File: config.mk
export PLATFORM = sky130hd
export DESIGN_NAME = daq_capture
export DESIGN_NICKNAME = d
export VERILOG_FILES = /design/src/logic/daq_pkg.sv /design/src/logic/daq_capture.sv /design/src/logic/stream_merger.sv /design/src/logic/sample_discriminator.sv /design/src/logic/record_fifo.sv /design/src/logic/capture_control.sv
export SDC_FILE = /design/constraint.sdc
export NUM_CORES = 1
export LEC_CHECK = 0
export BUFFER_PORTS_ARGS = -buffer_cell sky130_fd_sc_hd__buf_2
export CORE_AREA = 4 4 304 306
export CTS_CLUSTER_DIAMETER = 30
export DETAILED_ROUTE_END_ITERATION = 12
export DIE_AREA = 0 0 308 310
export PLACE_DENSITY_LB_ADDON = 0.15
export REMOVE_ABC_BUFFERS = 1
export SETUP_SLACK_MARGIN = 0.2
export SYNTH_ARGS = -nofsm -noshare
export SYNTH_HDL_FRONTEND = slang
export SYNTH_HIERARCHICAL = 1
export SYNTH_SLANG_ARGS = --single-unit
File: constraint.sdc
create_clock -name ps_clk -period 5.9 [get_ports ps_clk]
set_input_delay 1.18 -clock ps_clk [delete_from_list [all_inputs] [get_ports ps_clk]]
set_output_delay 1.18 -clock ps_clk [all_outputs]
set_load 0.02 [all_outputs]
File: src/logic/daq_pkg.sv
/* shared sizes, enums and record layouts for the two-channel capture path
   fifo_depth must be a power of two; the merger assumes exactly two channels */
package daq_pkg;

  localparam int num_channels = 2;
  localparam int sample_width = 16;
  localparam int timestamp_width = 32;
  localparam int fifo_depth = 4;
  localparam int fifo_addr_width = $clog2(fifo_depth);

  // configuration opcodes
  typedef enum logic [1:0] {
    op_set_thresh = 2'd0,
    op_start      = 2'd1,
    op_stop       = 2'd2
  } cfg_op_e;

  // kind of word on the dma stream
  typedef enum logic {
    rec_sample = 1'b0,
    rec_end    = 1'b1
  } record_kind_e;

  typedef logic signed [sample_width-1:0] sample_t;

  // largest positive sample, used as the power-up threshold
  localparam sample_t sample_max = {1'b0, {(sample_width-1){1'b1}}};

  typedef struct packed {
    sample_t high;
    sample_t low;
  } thresh_t;

  typedef struct packed {
    cfg_op_e op;
    logic    channel;
    thresh_t thresh;
  } cfg_word_t;

  typedef struct packed {
    logic                       channel;
    logic                       first;
    sample_t                    sample;
    logic [timestamp_width-1:0] timestamp;
  } sample_record_t;

  typedef struct packed {
    record_kind_e   kind;
    logic           last;
    sample_record_t rec;
  } dma_word_t;

endpackage
File: src/logic/daq_capture.sv
`timescale 1ns/1ps
/* two-channel capture top, single clock; all handshakes are valid/ready
   one discriminator per channel feeds the merger, control supplies commands and time */
module daq_capture import daq_pkg::*; (
  input  logic                    ps_clk,
  input  logic                    reset,
  input  cfg_word_t               cfg,
  input  logic                    cfg_valid,
  output logic                    cfg_ready,
  input  sample_t                 adc_sample [num_channels],
  input  logic [num_channels-1:0] adc_valid,
  output logic [num_channels-1:0] adc_ready,
  output dma_word_t               dma,
  output logic                    dma_valid,
  input  logic                    dma_ready
);

  logic capturing;
  logic drain_request;
  logic end_sent;
  thresh_t thresh [num_channels];
  logic [timestamp_width-1:0] timestamp;
  sample_record_t rec [num_channels];
  logic [num_channels-1:0] rec_valid;
  logic [num_channels-1:0] rec_ready;
  logic [num_channels-1:0] idle;

  capture_control capture_control_inst (
    .ps_clk        (ps_clk),
    .reset         (reset),
    .cfg           (cfg),
    .cfg_valid     (cfg_valid),
    .cfg_ready     (cfg_ready),
    .end_sent      (end_sent),
    .capturing     (capturing),
    .drain_request (drain_request),
    .thresh        (thresh),
    .timestamp     (timestamp)
  );

  for (genvar ch = 0; ch < num_channels; ch++) begin : g_channel
    sample_discriminator sample_discriminator_inst (
      .ps_clk     (ps_clk),
      .reset      (reset),
      .channel_id (1'(ch)),
      .adc_sample (adc_sample[ch]),
      .adc_valid  (adc_valid[ch]),
      .adc_ready  (adc_ready[ch]),
      .capturing  (capturing),
      .thresh     (thresh[ch]),
      .timestamp  (timestamp),
      .rec        (rec[ch]),
      .rec_valid  (rec_valid[ch]),
      .rec_ready  (rec_ready[ch]),
      .idle       (idle[ch])
    );
  end

  stream_merger stream_merger_inst (
    .ps_clk        (ps_clk),
    .reset         (reset),
    .rec_in        (rec),
    .rec_valid     (rec_valid),
    .rec_ready     (rec_ready),
    .idle          (idle),
    .drain_request (drain_request),
    .dma           (dma),
    .dma_valid     (dma_valid),
    .dma_ready     (dma_ready),
    .end_sent      (end_sent)
  );

endmodule

File: src/logic/stream_merger.sv
`timescale 1ns/1ps
/* round-robin merge of two record queues into one registered dma stream
   one end word with last closes the stream once a drain finds all channels idle */
module stream_merger import daq_pkg::*; (
  input  logic                    ps_clk,
  input  logic                    reset,
  input  sample_record_t          rec_in [num_channels],
  input  logic [num_channels-1:0] rec_valid,
  output logic [num_channels-1:0] rec_ready,
  input  logic [num_channels-1:0] idle,
  input  logic                    drain_request,
  output dma_word_t               dma,
  output logic                    dma_valid,
  input  logic                    dma_ready,
  output logic                    end_sent
);

  logic load_en;
  logic prio;
  logic grant_valid;
  logic grant_ch;
  logic end_done;
  logic send_end;

  // output register is empty or being emptied this cycle
  assign load_en = !dma_valid || dma_ready;

  // prio names the channel served first
  always_comb begin
    grant_valid = 1'b0;
    grant_ch = prio;
    if (rec_valid[prio]) begin
      grant_valid = 1'b1;
      grant_ch = prio;
    end else if (rec_valid[~prio]) begin
      grant_valid = 1'b1;
      grant_ch = ~prio;
    end
  end

  always_comb begin
    rec_ready = '0;
    if (load_en && grant_valid) begin
      rec_ready[grant_ch] = 1'b1;
    end
  end

  // all idle means no queue can raise rec_valid, so this never meets a grant
  assign send_end = load_en && drain_request && !end_done && (&idle);

  always_ff @(posedge ps_clk) begin
    if (reset) begin
      dma_valid <= 1'b0;
      prio <= 1'b0;
      end_done <= 1'b0;
      end_sent <= 1'b0;
    end else begin
      end_sent <= dma_valid && dma_ready && dma.last;
      if (!drain_request) begin
        end_done <= 1'b0;
      end else if (send_end) begin
        end_done <= 1'b1;
      end
      if (load_en) begin
        dma_valid <= grant_valid || send_end;
      end
      if (load_en && grant_valid) begin
        prio <= ~grant_ch;
      end
    end
  end

  always_ff @(posedge ps_clk) begin
    if (load_en && grant_valid) begin
      dma <= '{kind: rec_sample, last: 1'b0, rec: rec_in[grant_ch]};
    end else if (send_end) begin
      dma <= '{kind: rec_end, last: 1'b1, rec: '0};
    end
  end

  // stalled word must not change under the consumer
  a_dma_stable: assert property (@(posedge ps_clk) disable iff (reset)
    dma_valid && !dma_ready |=> dma_valid && $stable(dma));

endmodule

File: src/logic/sample_discriminator.sv
`timescale 1ns/1ps
/* hysteresis keep/drop for one channel; kept samples pass one register, then the queue
   a run starts above high and ends on the first sample below low, which is dropped */
module sample_discriminator import daq_pkg::*; (
  input  logic                       ps_clk,
  input  logic                       reset,
  input  logic                       channel_id,
  input  sample_t                    adc_sample,
  input  logic                       adc_valid,
  output logic                       adc_ready,
  input  logic                       capturing,
  input  thresh_t                    thresh,
  input  logic [timestamp_width-1:0] timestamp,
  output sample_record_t             rec,
  output logic                       rec_valid,
  input  logic                       rec_ready,
  output logic                       idle
);

  logic saving;
  logic start_run;
  logic keep;
  logic adc_fire;
  sample_record_t pipe_rec;
  logic pipe_valid;
  logic pipe_ready;

  // queue not full; the pipe register always empties on an accepting edge
  assign adc_ready = pipe_ready;
  assign adc_fire = adc_valid && adc_ready;

  always_comb begin
    start_run = !saving && (adc_sample > thresh.high);
    keep = capturing && (start_run || (saving && adc_sample >= thresh.low));
  end

  // saving follows the keep decision of every accepted sample
  always_ff @(posedge ps_clk) begin
    if (reset) begin
      saving <= 1'b0;
      pipe_valid <= 1'b0;
    end else begin
      if (pipe_valid && pipe_ready) begin
        pipe_valid <= 1'b0;
      end
      if (adc_fire) begin
        saving <= keep;
        if (keep) begin
          pipe_valid <= 1'b1;
        end
      end
    end
  end

  // tag with the counter value of the transfer cycle
  always_ff @(posedge ps_clk) begin
    if (adc_fire && keep) begin
      pipe_rec <= '{
        channel: channel_id,
        first: start_run,
        sample: adc_sample,
        timestamp: timestamp
      };
    end
  end

  record_fifo record_fifo_inst (
    .ps_clk   (ps_clk),
    .reset    (reset),
    .wr_data  (pipe_rec),
    .wr_valid (pipe_valid),
    .wr_ready (pipe_ready),
    .rd_data  (rec),
    .rd_valid (rec_valid),
    .rd_ready (rec_ready)
  );

  // nothing in flight on this channel
  assign idle = !pipe_valid && !rec_valid;

endmodule

File: src/logic/record_fifo.sv
`timescale 1ns/1ps
/* fifo_depth-entry queue of sample records, read data shown combinationally
   pointers wrap by overflow, so the depth must be a power of two */
module record_fifo import daq_pkg::*; (
  input  logic           ps_clk,
  input  logic           reset,
  input  sample_record_t wr_data,
  input  logic           wr_valid,
  output logic           wr_ready,
  output sample_record_t rd_data,
  output logic           rd_valid,
  input  logic           rd_ready
);

  sample_record_t mem [fifo_depth];
  logic [fifo_addr_width-1:0] wr_ptr;
  logic [fifo_addr_width-1:0] rd_ptr;
  logic [fifo_addr_width:0] count;
  logic wr_fire;
  logic rd_fire;

  assign wr_ready = count != (fifo_addr_width+1)'(fifo_depth);
  assign rd_valid = count != '0;
  assign rd_data = mem[rd_ptr];
  assign wr_fire = wr_valid && wr_ready;
  assign rd_fire = rd_valid && rd_ready;

  always_ff @(posedge ps_clk) begin
    if (reset) begin
      wr_ptr <= '0;
      rd_ptr <= '0;
      count <= '0;
    end else begin
      if (wr_fire) begin
        wr_ptr <= wr_ptr + 1'b1;
      end
      if (rd_fire) begin
        rd_ptr <= rd_ptr + 1'b1;
      end
      case ({wr_fire, rd_fire})
        2'b10: count <= count + 1'b1;
        2'b01: count <= count - 1'b1;
        default: begin
        end
      endcase
    end
  end

  always_ff @(posedge ps_clk) begin
    if (wr_fire) begin
      mem[wr_ptr] <= wr_data;
    end
  end

  // a full queue leaves the writer holding its record until space opens
  a_no_write_when_full: assert property (@(posedge ps_clk) disable iff (reset)
    wr_valid && !wr_ready |=> wr_valid && $stable(wr_data));

  // the reader only pops a queue that holds something
  a_no_read_when_empty: assert property (@(posedge ps_clk) disable iff (reset)
    rd_ready |-> rd_valid);

endmodule

File: src/logic/capture_control.sv
`timescale 1ns/1ps
/* command decoder, per-channel thresholds and the free-running timestamp
   thresholds power up at sample_max, so nothing is kept before op_set_thresh
   commands are refused while a drain is pending */
module capture_control import daq_pkg::*; (
  input  logic                       ps_clk,
  input  logic                       reset,
  input  cfg_word_t                  cfg,
  input  logic                       cfg_valid,
  output logic                       cfg_ready,
  input  logic                       end_sent,
  output logic                       capturing,
  output logic                       drain_request,
  output thresh_t                    thresh [num_channels],
  output logic [timestamp_width-1:0] timestamp
);

  logic cfg_fire;

  // ready drops the cycle after stop and returns the cycle after end_sent
  assign cfg_ready = !drain_request;
  assign cfg_fire = cfg_valid && cfg_ready;

  always_ff @(posedge ps_clk) begin
    if (reset) begin
      capturing <= 1'b0;
      drain_request <= 1'b0;
    end else begin
      if (end_sent) begin
        drain_request <= 1'b0;
      end
      if (cfg_fire) begin
        case (cfg.op)
          op_start: begin
            capturing <= 1'b1;
          end
          op_stop: begin
            capturing <= 1'b0;
            drain_request <= 1'b1;
          end
          default: begin
          end
        endcase
      end
    end
  end

  // per-channel hysteresis levels
  always_ff @(posedge ps_clk) begin
    if (reset) begin
      for (int i = 0; i < num_channels; i++) begin
        thresh[i] <= '{high: sample_max, low: sample_max};
      end
    end else if (cfg_fire && cfg.op == op_set_thresh) begin
      thresh[cfg.channel] <= cfg.thresh;
    end
  end

  // cycle counter, zero in the first cycle after reset
  always_ff @(posedge ps_clk) begin
    if (reset) begin
      timestamp <= '0;
    end else begin
      timestamp <= timestamp + 1'b1;
    end
  end

  // a restart must wait until the merger has closed the stream
  a_no_start_while_draining: assert property (@(posedge ps_clk) disable iff (reset)
    drain_request |=> !capturing);

endmodule

==> results of run 1 <==
==> metrics by stage <==
stage / power [uW] / cells
after floorplan: 5540 / 1533
after global placement: 5720 / 2858
after detailed placement: 5720 / 2858
after CTS: 14300 / 3139
after global routing: 14600 / 3140
final: 14100 / 3142
==> registers in the layout, summed over array words and instances (netlist names), named ones only <==
signal,count
stream_merger_inst/end_sent,1
capture_control_inst/thresh,64
g_channel.sample_discriminator_inst/saving,2
stream_merger_inst/end_done,1
g_channel.sample_discriminator_inst/record_fifo_inst/count,6
capture_control_inst/timestamp,32
g_channel.sample_discriminator_inst/record_fifo_inst/wr_ptr,4
g_channel.sample_discriminator_inst/pipe_valid,2
stream_merger_inst/prio,1
stream_merger_inst/dma,51
g_channel.sample_discriminator_inst/pipe_rec,100
g_channel.sample_discriminator_inst/record_fifo_inst/mem,400
capture_control_inst/capturing,1
stream_merger_inst/dma_valid,1
g_channel.sample_discriminator_inst/record_fifo_inst/rd_ptr,4
capture_control_inst/drain_request,1
==> worst min-delay path, stage by stage (launching register included) <==
cell and delay (ns):
dfxtp_1 0.30, nand2_1 0.05, a21oi_1 0.05
==> cell type report <==
| class | instances | area (um2) | area share |
|---|---|---|---|
| repair buffers | 149 | 826 | 0.0244 |
| clock buffers | 179 | 3990 | 0.118 |
| diodes | 3 | 7.51 | 0.000222 |
| multi-input cells | 770 | 6860 | 0.203 |
| inverters | 88 | 330 | 0.00977 |
| flip-flops and latches | 675 | 19000 | 0.563 |
| clock inverters | 102 | 1310 | 0.0387 |
| well taps | 1176 | 1470 | 0.0435 |
==> power by group <==
part / internal (uW) / switching [uW]
combinational: 126 / 238
clock: 5710 / 2750
sequential: 5220 / 46.5
total: 11100 / 3040
==> cell families after synthesis <==
| family | share of synthesized area |
|---|---|
| compound gates | 0.0433 |
| xor+xnor | 0.00657 |
| fa+ha+maj | 0.0376 |
| buf+inv | 0.0312 |
| flops | 0.713 |
| mux | 0.0877 |
| other cells | 0.000282 |
| simple gates | 0.0801 |
==> synthesized netlist by cell type, types with 8 or more instances <==
cell type and count:
nand3_1 15, nand2_1 156, xnor2_1 12, ha_1 77, nand4_1 22, inv_1 88, buf_2 16, nor2b_1 13
nand3b_1 61, mux4_2 100, nor2_1 52, or4_1 8, dfxtp_1 125, a22o_1 50, xor2_1 8, edfxtp_1 550
and2_1 8, o21ai_0 17, a21oi_1 49, clkbuf_1 27, buf_6 9, nor3_1 11, buf_12 10, or3_1 10
==> how the worst max path moves through the flow <==
stage	to	slack, ns
finish	flop	2.58
global route	flop	2.40
CTS	flop	2.60
detailed placement	g_channel[1].sample_discriminator_inst/pipe_rec[6]	1.84
global placement	g_channel[1].sample_discriminator_inst/pipe_rec[6]	1.93
floorplan	g_channel[0].sample_discriminator_inst/pipe_rec[0]	0.70
==> per-layer routing <==
| metal | track usage | vias to the layer above | wire [um] |
|---|---|---|---|
| li1 | - | 6705 | - |
| met5 | 0 | - | 43 |
| met3 | 0.0378 | 155 | 3400 |
| met2 | 0.225 | 328 | 30800 |
| met1 | 0.175 | 7297 | 28700 |
| met4 | 0.0537 | 8 | 1810 |
==> reports/qor.yml, run 1 <==
worst_hold_path:
  hold_path.class: "reg2reg"
  worstHoldStart: "capture_control_inst/thresh[15]"
  worstHoldEndpoint: "capture_control_inst/thresh[15]"
  hold_depth: 2
power:
  leakagePower_uw: 0.0122
  peakVddDrop_uv: 271
  p_per_area_nw_per_um2: 417
cells_and_area:
  fillerInstances: 8335
  fin_nets: 1989
  final_util: 0.377
  final_common_cell: "edfxtp_1"
  area_growth_syn_to_layout_pct: 26.8
  final_cell_mix: "550 x edfxtp_1, 156 x nand2_1, 153 x clkbuf_16, 127 x buf_2, 121 x dfxtp_1"
  drive_gt1_frac: 0.279
  fin_area_um2: 33800
detailed_routing:
  vias: 14500
  drt_iter0_drc: 840
  vias_per_cell: 4.61
  drcViolationCount: 0
  routedWlPerCell_um: 20.6
  first_pass_iters: 5
  antenna_left: 0
  routed_wl_mm: 64.8
critical_path:
  crit_arrival_ns: 3.69
  reg2regPathDepth: 9
  slowest_stage: "a21oi_4"
  worstSetupStartpoint: "adc_sample[15]"
  cp_max_fo: 36
  regToRegSetupSlack_ns: 2.82
  crit_required_ns: 6.27
  critPathBufInv: 2
  cp_slowest_stage_delay_ns: 0.71
  r2r-start: "capture_control_inst/thresh[11]"
  critPathCaptureType: "flop"
  worstSetupStartpointType: "input pin"
  crit_family: "compound AO/OA/AOI/OAI gates"
  critPathKind: "in2reg"
  path_cells: "buf_2 > ha_1 > nand4_2 > nor4_2 > o21ai_1 > nand4_1 > nand3_1 > a21oi_4 > buf_12"
  path_depth: 9
clock_network:
  clock_sinks: 675
  cts_buffers: 153
  ctsRootBufferMaster: "clkbuf_16"
  ctsResizeCount: 0
  htreeDepth: 4
  cts_tree: "yes"
  clk_latency_ns: 0.71
  hold_buffers: 0
  cts_max_path_buffers: 3
  clk_pin_slew_ns: 0.04
  post-cts-setup-buffers: 0
synthesis:
  syn_area_per_cell_um2: 16.7
  synth_top_area_share: 0.619
  async_flop_share: 0
  yosys.area.top_type: "edfxtp_1"
  ys_types: 64
  ys_warn_count: 6
  synth_edf_count: 550
  synth_ff_type: "edfxtp_1"
  ys_ff_latch: 675
  synth_cells: 1599
  syn_area_um2: 26700
  synth.area.top_cells: "edfxtp_1 62%, dfxtp_1 9.4%, mux4_2 8.4%, ha_1 3.6%, nand2_1 2.2%"
  yosysSeqAreaShare: 0.713
place:
  dp_slack_ns: 1.84
  post_dp_cell_area_um2: 28500
  io_buffers: 128
  gpl.final_weighted_congestion: 0.827
  place_hpwl_mm: 39.2
sta:
  skew_ns: 0.0408
  worst_slack_ns: 2.58
  finalSetupViolCount: 0
  report.final.slew_viol_count: 0
  fin_tns_setup_ns: 0
  post-route-min-period_ns: 3.32
  worst_slew_pin_slew_ns: 1.18
  hold_viol_final: 0
  max-slew-margin-rel: 0.212
  finalCritPeriodShare: 0.564
  hold_ws_ns: 0.457
  fmax_mhz: 301
  rsz0062_at_grt: "false"
grt:
  grt_pass1_wl_mm: 97.5
  grt_util_all_layers: 0.138
  grt-ovfl-total: 0
  antenna_found_initial: 10
  grt_max_degree: 86
  grt_pass1_vias: 15700
floorplanning:
  ios: 129
  fp.dieW_um: 308
  die_h_um: 310
  rows: 110
  start_util: 0.298
  die_area_um2: 95500
  core_area_um2: 89600
run:
  drv_cap: 0
run_status:
  status: "finished, final reports clean"
Note: power is estimated with default switching activity, not from simulation.
==> run 2: changes to the inputs <==
ABC_AREA = 1   (was not set)
CORE_AREA = 4 4 309 311   (was 4 4 304 306)
DIE_AREA = 0 0 313 315   (was 0 0 308 310)
clock period = 3.06 ns   (was 5.9 ns; I/O delays follow)
==> run 2 against run 1 <==
Clock power rose by 110%. Routed wire length grew 16%. Non-clock buffer count is 13 higher. Cell count is 26% higher. Critical path depth increased by 6. Flip-flop and latch count stayed put. Final area up 4.8%. Global-route usage is 1.5 points higher. Largest cell class unchanged.
==> reports/qor.yml, run 2 <==
run_status:
  status: "finished, final reports clean"
synthesis:
  synth_edf_count: 550  # unchanged
  syn_area_um2: 27700  # +3.9%
  ys_types: 42  # -34%
  synth_top_area_share: 0.596  # -0.0234
  async_flop_share: 0  # unchanged
  ys_warn_count: 6  # unchanged
  ys_ff_latch: 675  # unchanged
  yosys.area.top_type: "edfxtp_1"
  synthTopCellsByCount: "550 x edfxtp_1, 314 x nand2_1, 301 x nor2_1"
  synth_most_common_cell: "edfxtp_1"
  syn_area_per_cell_um2: 11.8  # -29%
  yosysSeqAreaShare: 0.686  # -0.0269
  synth_ff_type: "edfxtp_1"
  synth_cells: 2344  # +47%
  synth.area.top_cells: "edfxtp_1 60%, dfxtp_1 9.0%, nand2_1 4.3%, nor2_1 4.1%, o21ai_1 4.0%"
detailed_routing:
  antenna_left: 0  # unchanged
  drcViolationCount: 0  # unchanged
  routedWlPerCell_um: 18.9  # -8.3%
  first_pass_iters: 5  # unchanged
  routed_wl_mm: 74.9  # +16%
  drt_iter0_drc: 960  # +14%
  vias: 18100  # +25%
  vias_per_cell: 4.57  # -0.87%
cells_and_area:
  stdcell_count: 3959  # +26%
  area_growth_syn_to_layout_pct: 27.9
  final_cell_mix: "550 x edfxtp_1, 314 x nand2_1, 293 x nor2_1, 223 x o21ai_1, 202 x inv_1"
  final_common_cell: "edfxtp_1"
  drive_gt1_frac: 0.191  # -0.0878
  largestRegisters: "g_channel.sample_discriminator_inst/record_fifo_inst/mem: 400 flops, g_channel.sample_discriminator_inst/pipe_rec: 100 flops, capture_control_inst/thresh: 64 flops"
  largest_reg_flops: 400  # unchanged
  regMostFlops: "g_channel.sample_discriminator_inst/record_fifo_inst/mem"
  fin_nets: 2720  # +37%
sta:
  fin_tns_setup_ns: 0  # unchanged
  report.final.slew_viol_count: 0  # unchanged
  max-slew-margin-rel: 0.291  # +0.0785
  post-route-min-period_ns: 2.32
  skew_ns: 0.0423  # +0.00150 ns
  hold_ws_ns: 0.0934  # -0.363 ns
  finalSetupViolCount: 0  # unchanged
  fmax_mhz: 431
  hold_viol_final: 0  # unchanged
  worst_slew_pin_slew_ns: 1.06  # -0.122 ns
  finalCritPeriodShare: 0.758
  rsz0062_at_grt: "false"
clock_network:
  post-cts-setup-buffers: 0  # unchanged
  ctsRootBufferMaster: "clkbuf_16"
  cts_max_path_buffers: 3  # unchanged
  clk_pin_slew_ns: 0.05  # about the same
  ctsResizeCount: 0  # unchanged
  hold_buffers: 0  # unchanged
  clk_latency_ns: 0.74  # +0.03 ns
  htreeDepth: 4  # unchanged
  cts_buffers: 160  # +4.6%
  clock_sinks: 675  # unchanged
  cts_tree: "yes"
power:
  total_power_uw: 28900  # +110%
  p_per_area_nw_per_um2: 817  # +96%
  peakVddDrop_uv: 494  # +82%
  leakagePower_uw: 0.0136  # +11%
floorplanning:
  core_area_um2: 92800  # +3.5%
  die_h_um: 315  # +1.6%
  ios: 129  # unchanged
  start_util: 0.299  # +0.00110
  die_area_um2: 98600  # +3.3%
  fp.dieW_um: 313  # +1.6%
  rows: 112  # +1.8%
critical_path:
  cp_max_fo: 34  # -5.6%
  worstSetupStartpointType: "flop"
  crit_required_ns: 3.46  # -2.81 ns
  critPathKind: "reg2reg"
  critPathCaptureType: "flop"
  crit_arrival_ns: 2.72  # -0.97 ns
place:
  gpl.final_weighted_congestion: 0.803  # -2.8%
  io_buffers: 128  # unchanged
  dp.cells: 3660  # +28%
  place_hpwl_mm: 44.4  # +13%
worst_hold_path:
  hold_path.class: "in2reg"
grt:
  grt_max_degree: 101  # +17%
  antenna_found_initial: 5  # -5
  grt_util_all_layers: 0.152  # +0.0147
  grt_pass1_vias: 18500  # +18%
  grt_pass1_wl_mm: 113  # +16%
  grt-ovfl-total: 0  # unchanged
run:
  drv_cap: 0  # unchanged
run 2: cell types whose count changed in the layout (fill, tap and decap cells not counted), sizes merged, moves of 50 or more:
cell	previous run	this run
a22o	50	0
inv	102	226
mux4	100	0
nand2	156	339
nand3	18	149
nand3b	61	0
nor2	52	323
o21ai	19	264
o22ai	0	100
run 2: metal layers:
layer | track usage | wire length (um) | up-vias
li1 | - | - | 8704
met1 | 0.192 | 33200 | 8858
met2 | 0.259 | 36600 | 400
met4 | 0.0513 | 1730 | 4
met3 | 0.0358 | 3290 | 137
met5 | 0 | 27 | -
run 2: where the power goes:
| group | internal, uW | switching (uW) | leakage, uW |
|---|---|---|---|
| Combinational | 249 | 588 | 0.00501 |
| Clock | 12400 | 5550 | 0.00280 |
| Sequential | 10100 | 81.0 | 0.00575 |
run 2: kinds of logic after synthesis:
family / share of synthesized area
AOI/OAI and AO/OA: 0.0849
xor gates and xnor gates: 0.000948
adders and majority gates: 0.0362
buffers and inverters: 0.0634
DFF: 0.686
other: 0.000271
and+or+nand+nor: 0.128
run 2: area by class of cell:
type	instances	area, um2
Antenna cell	2	5.00
Tap cell	1254	1570
Multi-Input combinational cell	1346	7010
Sequential cell	675	19000
Clock inverter	112	1660
Inverter	223	862
Clock buffer	185	4190
Timing Repair Buffer	162	1110
Fill cell	8968	57300
run 2: worst paths after layout:
path	startpoint	to	slack, ns	cells past startpoint
worst max-delay path	capture_control_inst/thresh[31]	flop	0.74	15
worst min-delay path	adc_sample[27]	flop	0.09	1
worst max register to register	capture_control_inst/thresh[31]	flop	0.74	15
worst min register to register	capture_control_inst/thresh[52]	capture_control_inst/thresh[52]	0.45	2
run 2: metrics by stage:
| stage | area (um2) | setup slack (ns) | utilization |
|---|---|---|---|
| floorplan | 26800 | -1.68 | - |
| global placement | 29600 | 0.262 | 0.319 |
| detailed placement | 29600 | 0.309 | 0.319 |
| CTS | 35400 | 0.730 | 0.382 |
| global route | 35400 | 0.476 | 0.382 |
| finish | 35400 | 0.740 | 0.382 |
run 2: critical path, cell delays in order, from the launching register on:
cell      delay, ns
dfxtp_1        0.32
inv_1          0.05
ha_1           0.34
nand2_1        0.09
nor2_1         0.22
nand2_1        0.11
clkinv_1       0.05
nand2_1        0.06
nand2_1        0.07
nand2_1        0.05
nand2_1        0.06
nand2_1        0.07
nand2_1        0.09
nand2_2        0.07
inv_2          0.08
buf_12         0.23
